File: src/unpack_pkg.sv
package unpack_pkg;

   // width of the field-width value, enough for widths up to 32
   localparam int cfg_w_c = 6;

   // unpacker configuration, held steady from reset on
   typedef struct packed {
      // wrap mode, whole fields per word
      logic               wrap;
      // field width in bits
      logic [cfg_w_c-1:0] width;
   } unpack_cfg_t;

   // default top-level sizes
   localparam int def_data_w_c    = 21;
   localparam int def_in_depth_c  = 4;
   localparam int def_out_depth_c = 4;

endpackage

File: src/stream_fifo.sv
`timescale 1ns/1ps

module stream_fifo import unpack_pkg::*; #(
   parameter int DATA_W = def_data_w_c,
   parameter int DEPTH  = def_in_depth_c
) (
   input  logic              clk_i,
   input  logic              rst_i,

   // write side
   input  logic              wr_valid_i,
   input  logic [DATA_W-1:0] wr_data_i,
   output logic              wr_ready_o,

   // read side
   output logic              rd_valid_o,
   output logic [DATA_W-1:0] rd_data_o,
   input  logic              rd_ready_i
);

   localparam int ptr_w_c = (DEPTH > 1) ? $clog2(DEPTH) : 1;
   localparam int cnt_w_c = $clog2(DEPTH + 1);
   localparam logic [ptr_w_c-1:0] last_ptr_c = ptr_w_c'(DEPTH - 1);
   localparam logic [cnt_w_c-1:0] full_cnt_c = cnt_w_c'(DEPTH);

   logic [DATA_W-1:0]  mem_q [DEPTH];
   logic [ptr_w_c-1:0] wr_ptr_q;
   logic [ptr_w_c-1:0] rd_ptr_q;
   logic [cnt_w_c-1:0] count_q;
   logic               rd_valid_q;
   logic [DATA_W-1:0]  rd_data_q;
   logic               wr_en;
   logic               load;

   function automatic logic [ptr_w_c-1:0] next_ptr(input logic [ptr_w_c-1:0] ptr);
      return (ptr == last_ptr_c) ? '0 : ptr + 1'b1;
   endfunction

   assign wr_ready_o = (count_q != full_cnt_c);
   assign wr_en      = wr_valid_i && wr_ready_o;
   // refill output register when it is empty or being drained
   assign load       = (count_q != '0) && (!rd_valid_q || rd_ready_i);

   assign rd_valid_o = rd_valid_q;
   assign rd_data_o  = rd_data_q;

   always_ff @(posedge clk_i) begin
      if (rst_i) begin
         wr_ptr_q   <= '0;
         rd_ptr_q   <= '0;
         count_q    <= '0;
         rd_valid_q <= 1'b0;
      end else begin
         if (wr_en) begin
            wr_ptr_q <= next_ptr(wr_ptr_q);
         end
         if (load) begin
            rd_ptr_q <= next_ptr(rd_ptr_q);
         end
         case ({wr_en, load})
            2'b10:   count_q <= count_q + 1'b1;
            2'b01:   count_q <= count_q - 1'b1;
            default: count_q <= count_q;
         endcase
         if (load) begin
            rd_valid_q <= 1'b1;
         end else if (rd_ready_i) begin
            rd_valid_q <= 1'b0;
         end
      end
   end

   // storage and output data
   always_ff @(posedge clk_i) begin
      if (wr_en) begin
         mem_q[wr_ptr_q] <= wr_data_i;
      end
      if (load) begin
         rd_data_q <= mem_q[rd_ptr_q];
      end
   end

   // pointers meet only when empty or full
   a_ptr_count: assert property (@(posedge clk_i) disable iff (rst_i)
      (wr_ptr_q == rd_ptr_q) == ((count_q == '0) || (count_q == full_cnt_c)))
      else $error("stream_fifo pointers and count disagree");

   // an offered word stays until it is taken
   a_rd_hold: assert property (@(posedge clk_i) disable iff (rst_i)
      rd_valid_o && !rd_ready_i |=> rd_valid_o && $stable(rd_data_o))
      else $error("stream_fifo output dropped before transfer");

endmodule

File: src/bit_fifo.sv
`timescale 1ns/1ps

module bit_fifo import unpack_pkg::*; #(
   parameter int DATA_W = def_data_w_c
) (
   input  logic               clk_i,
   input  logic               rst_i,

   // push the top push_width_i bits of a word
   input  logic               push_i,
   input  logic [cfg_w_c-1:0] push_width_i,
   input  logic [DATA_W-1:0]  push_data_i,

   // pop the oldest pop_width_i bits
   input  logic               pop_i,
   input  logic [cfg_w_c-1:0] pop_width_i,
   output logic [DATA_W-1:0]  pop_data_o,

   // levels in bits
   output logic [cfg_w_c:0]   free_level_o,
   output logic [cfg_w_c:0]   fill_level_o
);

   localparam int buf_w_c = 2 * DATA_W;
   localparam logic [cfg_w_c:0] buf_lvl_c = (cfg_w_c + 1)'(buf_w_c);

   // oldest bit at the msb, bits below the fill level kept at zero
   logic [buf_w_c-1:0] buf_q;
   logic [buf_w_c-1:0] buf_popped;
   logic [buf_w_c-1:0] buf_nxt;
   logic [buf_w_c-1:0] push_bits;
   logic [buf_w_c-1:0] pop_view;
   logic [cfg_w_c:0]   fill_q;
   logic [cfg_w_c:0]   fill_popped;
   logic [cfg_w_c:0]   fill_nxt;

   assign fill_level_o = fill_q;
   assign free_level_o = buf_lvl_c - fill_q;

   // oldest bits, right-aligned with zeros above
   assign pop_view   = buf_q >> (buf_w_c - int'(pop_width_i));
   assign pop_data_o = pop_view[DATA_W-1:0];

   always_comb begin
      buf_popped  = buf_q;
      fill_popped = fill_q;
      if (pop_i) begin
         buf_popped  = buf_q << pop_width_i;
         fill_popped = fill_q - {1'b0, pop_width_i};
      end

      // keep only the top push_width_i bits of the word
      push_bits = {push_data_i, {DATA_W{1'b0}}} & ~({buf_w_c{1'b1}} >> push_width_i);

      buf_nxt  = buf_popped;
      fill_nxt = fill_popped;
      if (push_i) begin
         // append right behind the remaining bits
         buf_nxt  = buf_popped | (push_bits >> fill_popped);
         fill_nxt = fill_popped + {1'b0, push_width_i};
      end
   end

   always_ff @(posedge clk_i) begin
      if (rst_i) begin
         buf_q  <= '0;
         fill_q <= '0;
      end else begin
         buf_q  <= buf_nxt;
         fill_q <= fill_nxt;
      end
   end

   // the controller must check room before pushing
   a_push_fits: assert property (@(posedge clk_i) disable iff (rst_i)
      push_i |-> {1'b0, push_width_i} <= free_level_o)
      else $error("bit_fifo push beyond free level");

   // and enough bits before popping
   a_pop_fits: assert property (@(posedge clk_i) disable iff (rst_i)
      pop_i |-> {1'b0, pop_width_i} <= fill_level_o)
      else $error("bit_fifo pop beyond fill level");

endmodule

File: src/field_unpacker.sv
`timescale 1ns/1ps

module field_unpacker import unpack_pkg::*; #(
   parameter int DATA_W = def_data_w_c
) (
   input  logic              clk_i,
   input  logic              rst_i,
   input  unpack_cfg_t       cfg_i,

   // packed words in
   input  logic              word_valid_i,
   input  logic [DATA_W-1:0] word_data_i,
   output logic              word_ready_o,

   // fields out
   output logic              field_valid_o,
   output logic [DATA_W-1:0] field_data_o,
   input  logic              field_ready_i
);

   // state counter values
   localparam logic [1:0] st_cfg_c  = 2'd0;
   localparam logic [1:0] st_read_c = 2'd1;
   localparam logic [1:0] st_push_c = 2'd2;
   localparam logic [1:0] st_pop_c  = 2'd3;

   localparam logic [cfg_w_c-1:0] data_w_c = cfg_w_c'(DATA_W);

   logic [1:0]         pcnt_q;
   logic [1:0]         pcnt_nxt;
   logic [cfg_w_c-1:0] wrap_acc_q;
   logic [cfg_w_c-1:0] wrap_acc_nxt;
   logic [cfg_w_c-1:0] push_width;
   logic [cfg_w_c:0]   acc_sum;
   logic [cfg_w_c:0]   free_level;
   logic [cfg_w_c:0]   fill_level;
   logic [DATA_W-1:0]  word_q;
   logic               push;
   logic               pop;

   // wrap mode pushes only whole fields
   assign push_width = cfg_i.wrap ? wrap_acc_q : data_w_c;
   assign acc_sum    = {1'b0, wrap_acc_q} + {1'b0, cfg_i.width};

   assign word_ready_o  = (pcnt_q == st_read_c) && (free_level >= {1'b0, push_width});
   assign field_valid_o = (pcnt_q == st_pop_c) && (fill_level >= {1'b0, cfg_i.width});
   assign push          = (pcnt_q == st_push_c);
   assign pop           = field_valid_o && field_ready_i;

   always_comb begin
      pcnt_nxt     = pcnt_q + 2'd1;
      wrap_acc_nxt = wrap_acc_q;
      case (pcnt_q)
         st_cfg_c: begin
            // one field per cycle until the next would not fit
            if (cfg_i.wrap && (acc_sum <= {1'b0, data_w_c})) begin
               pcnt_nxt     = st_cfg_c;
               wrap_acc_nxt = acc_sum[cfg_w_c-1:0];
            end
         end
         st_read_c: begin
            if (!(word_valid_i && word_ready_o)) begin
               pcnt_nxt = st_pop_c;
            end
         end
         st_push_c: begin
            pcnt_nxt = st_pop_c;
         end
         default: begin
            // hold an offered field until the output side takes it
            if (field_valid_o && !field_ready_i) begin
               pcnt_nxt = st_pop_c;
            end else begin
               pcnt_nxt = st_read_c;
            end
         end
      endcase
   end

   always_ff @(posedge clk_i) begin
      if (rst_i) begin
         pcnt_q     <= st_cfg_c;
         wrap_acc_q <= '0;
      end else begin
         pcnt_q     <= pcnt_nxt;
         wrap_acc_q <= wrap_acc_nxt;
      end
   end

   // word held for the push state
   always_ff @(posedge clk_i) begin
      if (word_valid_i && word_ready_o) begin
         word_q <= word_data_i;
      end
   end

   bit_fifo #(
      .DATA_W(DATA_W)
   ) bfifo (
      .clk_i       (clk_i),
      .rst_i       (rst_i),
      .push_i      (push),
      .push_width_i(push_width),
      .push_data_i (word_q),
      .pop_i       (pop),
      .pop_width_i (cfg_i.width),
      .pop_data_o  (field_data_o),
      .free_level_o(free_level),
      .fill_level_o(fill_level)
   );

   // field width from the top level must fit a word
   a_cfg_width: assert property (@(posedge clk_i) disable iff (rst_i)
      (cfg_i.width != '0) && (cfg_i.width <= data_w_c))
      else $error("field width out of range");

endmodule

File: src/unpack_top.sv
`timescale 1ns/1ps

module unpack_top import unpack_pkg::*; #(
   parameter int DATA_W    = def_data_w_c,
   parameter int IN_DEPTH  = def_in_depth_c,
   parameter int OUT_DEPTH = def_out_depth_c
) (
   input  logic              clk_i,
   input  logic              rst_i,
   input  unpack_cfg_t       cfg_i,

   // packed words
   input  logic              in_valid_i,
   output logic              in_ready_o,
   input  logic [DATA_W-1:0] in_data_i,

   // unpacked fields
   output logic              out_valid_o,
   input  logic              out_ready_i,
   output logic [DATA_W-1:0] out_data_o
);

   logic              word_valid;
   logic              word_ready;
   logic [DATA_W-1:0] word_data;
   logic              field_valid;
   logic              field_ready;
   logic [DATA_W-1:0] field_data;

   // input side
   stream_fifo #(
      .DATA_W(DATA_W),
      .DEPTH (IN_DEPTH)
   ) in_fifo (
      .clk_i     (clk_i),
      .rst_i     (rst_i),
      .wr_valid_i(in_valid_i),
      .wr_data_i (in_data_i),
      .wr_ready_o(in_ready_o),
      .rd_valid_o(word_valid),
      .rd_data_o (word_data),
      .rd_ready_i(word_ready)
   );

   field_unpacker #(
      .DATA_W(DATA_W)
   ) unpacker (
      .clk_i        (clk_i),
      .rst_i        (rst_i),
      .cfg_i        (cfg_i),
      .word_valid_i (word_valid),
      .word_data_i  (word_data),
      .word_ready_o (word_ready),
      .field_valid_o(field_valid),
      .field_data_o (field_data),
      .field_ready_i(field_ready)
   );

   // output side
   stream_fifo #(
      .DATA_W(DATA_W),
      .DEPTH (OUT_DEPTH)
   ) out_fifo (
      .clk_i     (clk_i),
      .rst_i     (rst_i),
      .wr_valid_i(field_valid),
      .wr_data_i (field_data),
      .wr_ready_o(field_ready),
      .rd_valid_o(out_valid_o),
      .rd_data_o (out_data_o),
      .rd_ready_i(out_ready_i)
   );

endmodule

File: config.mk
export PLATFORM = sky130hd
export DESIGN_NAME = unpack_top
export DESIGN_NICKNAME = d
export VERILOG_FILES = /design/src/unpack_pkg.sv /design/src/stream_fifo.sv /design/src/bit_fifo.sv /design/src/field_unpacker.sv /design/src/unpack_top.sv
export SDC_FILE = /design/constraint.sdc
export NUM_CORES = 1
export LEC_CHECK = 0
export ABC_AREA = 0
export BUFFER_PORTS_ARGS = -buffer_cell sky130_fd_sc_hd__buf_4
export CAP_MARGIN = 25
export CORE_AREA = 2 2 218 220
export CTS_CLUSTER_SIZE = 20
export DETAILED_ROUTE_END_ITERATION = 10
export DIE_AREA = 0 0 220 222
export PLACE_DENSITY = 0.53
export SYNTH_ARGS = -nofsm -noshare
export SYNTH_HDL_FRONTEND = slang
export SYNTH_SLANG_ARGS = --single-unit
File: constraint.sdc
create_clock -name clk_i -period 5.1 [get_ports clk_i]
set_input_delay 0.255 -clock clk_i [delete_from_list [all_inputs] [get_ports clk_i]]
set_output_delay 0.255 -clock clk_i [all_outputs]
set_load 0.05 [all_outputs]
==> results_dict.tcl <==
set metrics [dict create \
    synth_edf_count 231 \
    timing.final.crit_share 0.798 \
    dpl.hpwl_um 38700 \
    critPathKind "flip-flop to flip-flop" \
    max-cap-violations 0 \
    ant_nets 0 \
    htree_levels 2 \
    netlist_instances 1605 \
    ff2ff_path_depth 13 \
    utilization 0.452 \
    cts_max_path_buffers 3 \
    synthesis.nets 1684 \
    vdd_ir_drop_max_mv 0.319 \
    grt.overflow.total 0 \
    dieArea_mm2 0.0488 \
    maxSlewViolCount 0 \
    grt_util_all_layers 0.218 \
    detail_route.vias_per_cell 5.97 \
    drc 0 \
    cts_tree "done" \
    pre_cts_slack_ns 0.586 \
    cp-end-kind "flip-flop" \
    async_reset_ff_frac 0 \
    num_vias 13674 \
    io_pins 55 \
    core_area_mm2 0.0463 \
    tightest_slew_ns 1.00 \
    whs_path_depth 4 \
    diodes 0 \
    relSlewSlack 0.325 \
    required_ns 5.50 \
    layout-drive-gt1-share 0.194 \
    cts_hold_buf 23 \
    firstDrtPassIters 6 \
    min_path_type "primary input to flip-flop" \
    start_util 0.398 \
    antenna_found_initial 0 \
    io_buffers 54 \
    synthDistinctLibCells 85 \
    final_nets 1735 \
    row_count 79 \
    leakage_nw 7.51 \
    p_sw_w 0.00371 \
    arrival_ns 4.47 \
    p_per_area_mw_per_mm2 469 \
    fp.dieH_um 222 \
    setup_tns_ns 0 \
    die_w_um 220 \
    synth_area_mm2 0.0184 \
    drt_wl_total_um 53100 \
    grt_pass1_wl_um 82000 \
    drt_iter0_markers 1172 \
    rsz0062_at_grt "false" \
    hold_slack_ns 0.166 \
    avgSynthCellArea_um2 11.5 \
    cts_made_buffers 36 \
    postCtsSetupBuffers 0 \
    hold_viol 0 \
    layout_min_cycle_time_ns 4.07 \
    ys_ff_latch 304 \
    critPathMaxFanout 18 \
    synth_top_flop_cell "edfxtp_1" \
    routabilityCongestion 0.922 \
    seqPwrFrac 0.358 \
    fmax_mhz 246 \
    status "completed" \
    power.share.combinational 0.390 \
    syn_to_final_growth_pct 13.7 \
    grt_pass1_vias 13483 \
    clkTransAtPathRegs_ns 0.06 \
    cts_resized 0 \
    fillers 4302 \
    clkSinkCount 304 \
    post_drt_wl_per_cell_um 23.2 \
    cp-start-kind "flip-flop" \
    yosysWarningCount 0 \
    clockPowerShare 0.252 \
    p_sw_frac 0.378 \
    grt_max_degree 97 \
    clkLatencyLatePin_ns 0.56 \
    p_int_w 0.00611 \
    power.total_w 0.00982 \
    finClkSkew_ns 0.0255 \
    synth_seq_area_share 0.456 \
    fin_ws_ns 1.03 \
    clock-root-buffer "clkbuf_16" \
    finalSetupViolations 0 \
]
[worst max-delay path: stages, from the launching register on]
cell       delay, ns
dfxtp_1         0.37
ha_1            0.48
nand3_1         0.16
a211oi_2        0.30
a21o_1          0.49
buf_4           0.31
mux2_4          0.33
inv_2           0.22
buf_4           0.31
o21ai_0         0.12
o21ai_0         0.23
o2bb2ai_1       0.16
o21ai_0         0.33
o22ai_1         0.11
[cells in the mapped netlist, drive strengths merged (13+ instances only)]
| cell | n | area share |
|---|---|---|
| nor2b | 15 | 0.0051 |
| clkbuf | 72 | 0.015 |
| buf | 44 | 0.013 |
| a22oi | 29 | 0.012 |
| edfxtp | 231 | 0.38 |
| a21o | 15 | 0.0061 |
| a211oi | 46 | 0.020 |
| o22ai | 34 | 0.012 |
| dfxtp | 73 | 0.079 |
| o21ai | 73 | 0.020 |
| ha | 42 | 0.029 |
| nand2b | 13 | 0.0044 |
| inv | 43 | 0.0089 |
| xor2 | 14 | 0.0067 |
| nand2 | 157 | 0.032 |
| and2 | 35 | 0.012 |
| nand3 | 16 | 0.0044 |
| mux2i | 104 | 0.058 |
| nor2 | 122 | 0.025 |
| a21oi | 94 | 0.026 |
| mux4 | 114 | 0.14 |
| mux2 | 13 | 0.0082 |
| nor3 | 35 | 0.010 |
| xnor2 | 13 | 0.0062 |
| a31oi | 16 | 0.0054 |
[final cells by class]
class	count	area (um2)	share of cell area
timing repair buffer	129	1080	0.0516
clock buffer	48	988	0.0472
inverter	47	179	0.00855
clock inverter	17	146	0.00700
tap	607	759	0.0363
multi-input combinational	1138	9370	0.448
sequential	304	8400	0.401
[cell families (layout without fill, tap and decap cells)]
group / after synthesis / after routing / share of synthesized area
AOI/OAI and AO/OA: 401 / 401 / 0.147
and+or+nand+nor: 432 / 432 / 0.108
DFF: 304 / 304 / 0.456
muxes: 231 / 231 / 0.205
adders and majority gates: 47 / 47 / 0.0340
xor gates and xnor gates: 27 / 27 / 0.0129
buffers and inverters: 163 / 241 / 0.0369
[through the flow]
stage	instances	area, um2
floorplan	1605	18400
global placement	2200	19500
detailed placement	2202	19600
CTS	2290	20900
global route	2290	20900
finish	2290	20900
[metal layers]
layer	GRT usage	share of wire	vias to the layer above
met2	0.364	0.50	445
met1	0.283	0.41	6800
met5	0	0	-
met3	0.0316	0.050	116
met4	0.0914	0.041	0
li1	-	-	6313
[power groups by stage]
stage | Combinational (W) | Clock [W] | Sequential, W
after floorplan | 0.00251 | 0 | 0.00375
after global placement | 0.00377 | 0 | 0.00356
after detailed placement | 0.00381 | 0 | 0.00356
after CTS | 0.00385 | 0.00255 | 0.00351
after global routing | 0.00417 | 0.00265 | 0.00355
final | 0.00383 | 0.00247 | 0.00351
[registers in the layout, summed over array words and instances (netlist names), 3 cells and up]
signal / flops
out_fifo.rd_data_o: 21
unpacker.word_q: 21
unpacker.bfifo.buf_q: 42
in_fifo.count_q: 3
out_fifo.mem_q: 84
in_fifo.mem_q: 84
unpacker.bfifo.fill_level_o: 7
unpacker.wrap_acc_q: 6
out_fifo.count_q: 3
in_fifo.rd_data_o: 21
[cell usage in the layout (no fill, tap or decap), types with 8 or more instances in the layout]
master,Yosys,routed
mux4_2,114,114
edfxtp_1,231,231
xnor2_1,13,11
a31oi_1,16,16
o21a_1,8,8
nor2_1,122,122
buf_4,1,103
a22oi_1,29,29
a21oi_1,93,92
o21ai_0,66,66
a211oi_1,43,43
nand2b_1,13,13
nand3_1,16,16
ha_1,42,41
inv_1,39,39
mux2_2,12,12
dfxtp_1,73,73
dlygate4sd3_1,0,23
xor2_1,14,13
clkbuf_16,0,38
o211ai_1,11,11
clkbuf_1,72,10
and2_1,35,35
nor2b_1,15,15
mux2i_1,101,101
and3_1,9,9
o22ai_1,34,34
nand2_1,156,156
a21o_1,15,15
nor3_1,33,33
or2_2,9,9
[final timing paths]
path,startpoint,to,slack (ns)
worst max register to register,unpacker.bfifo.fill_level_o[5],unpacker.bfifo.buf_q[16],1.03
worst min-delay path,in_valid_i,in_fifo.wr_ptr_q[0],0.17
worst min register to register,in_fifo.rd_data_o[3],unpacker.word_q[3],0.40
worst max-delay path,unpacker.bfifo.fill_level_o[5],unpacker.bfifo.buf_q[16],1.03
(Power assumes the default switching activity.)
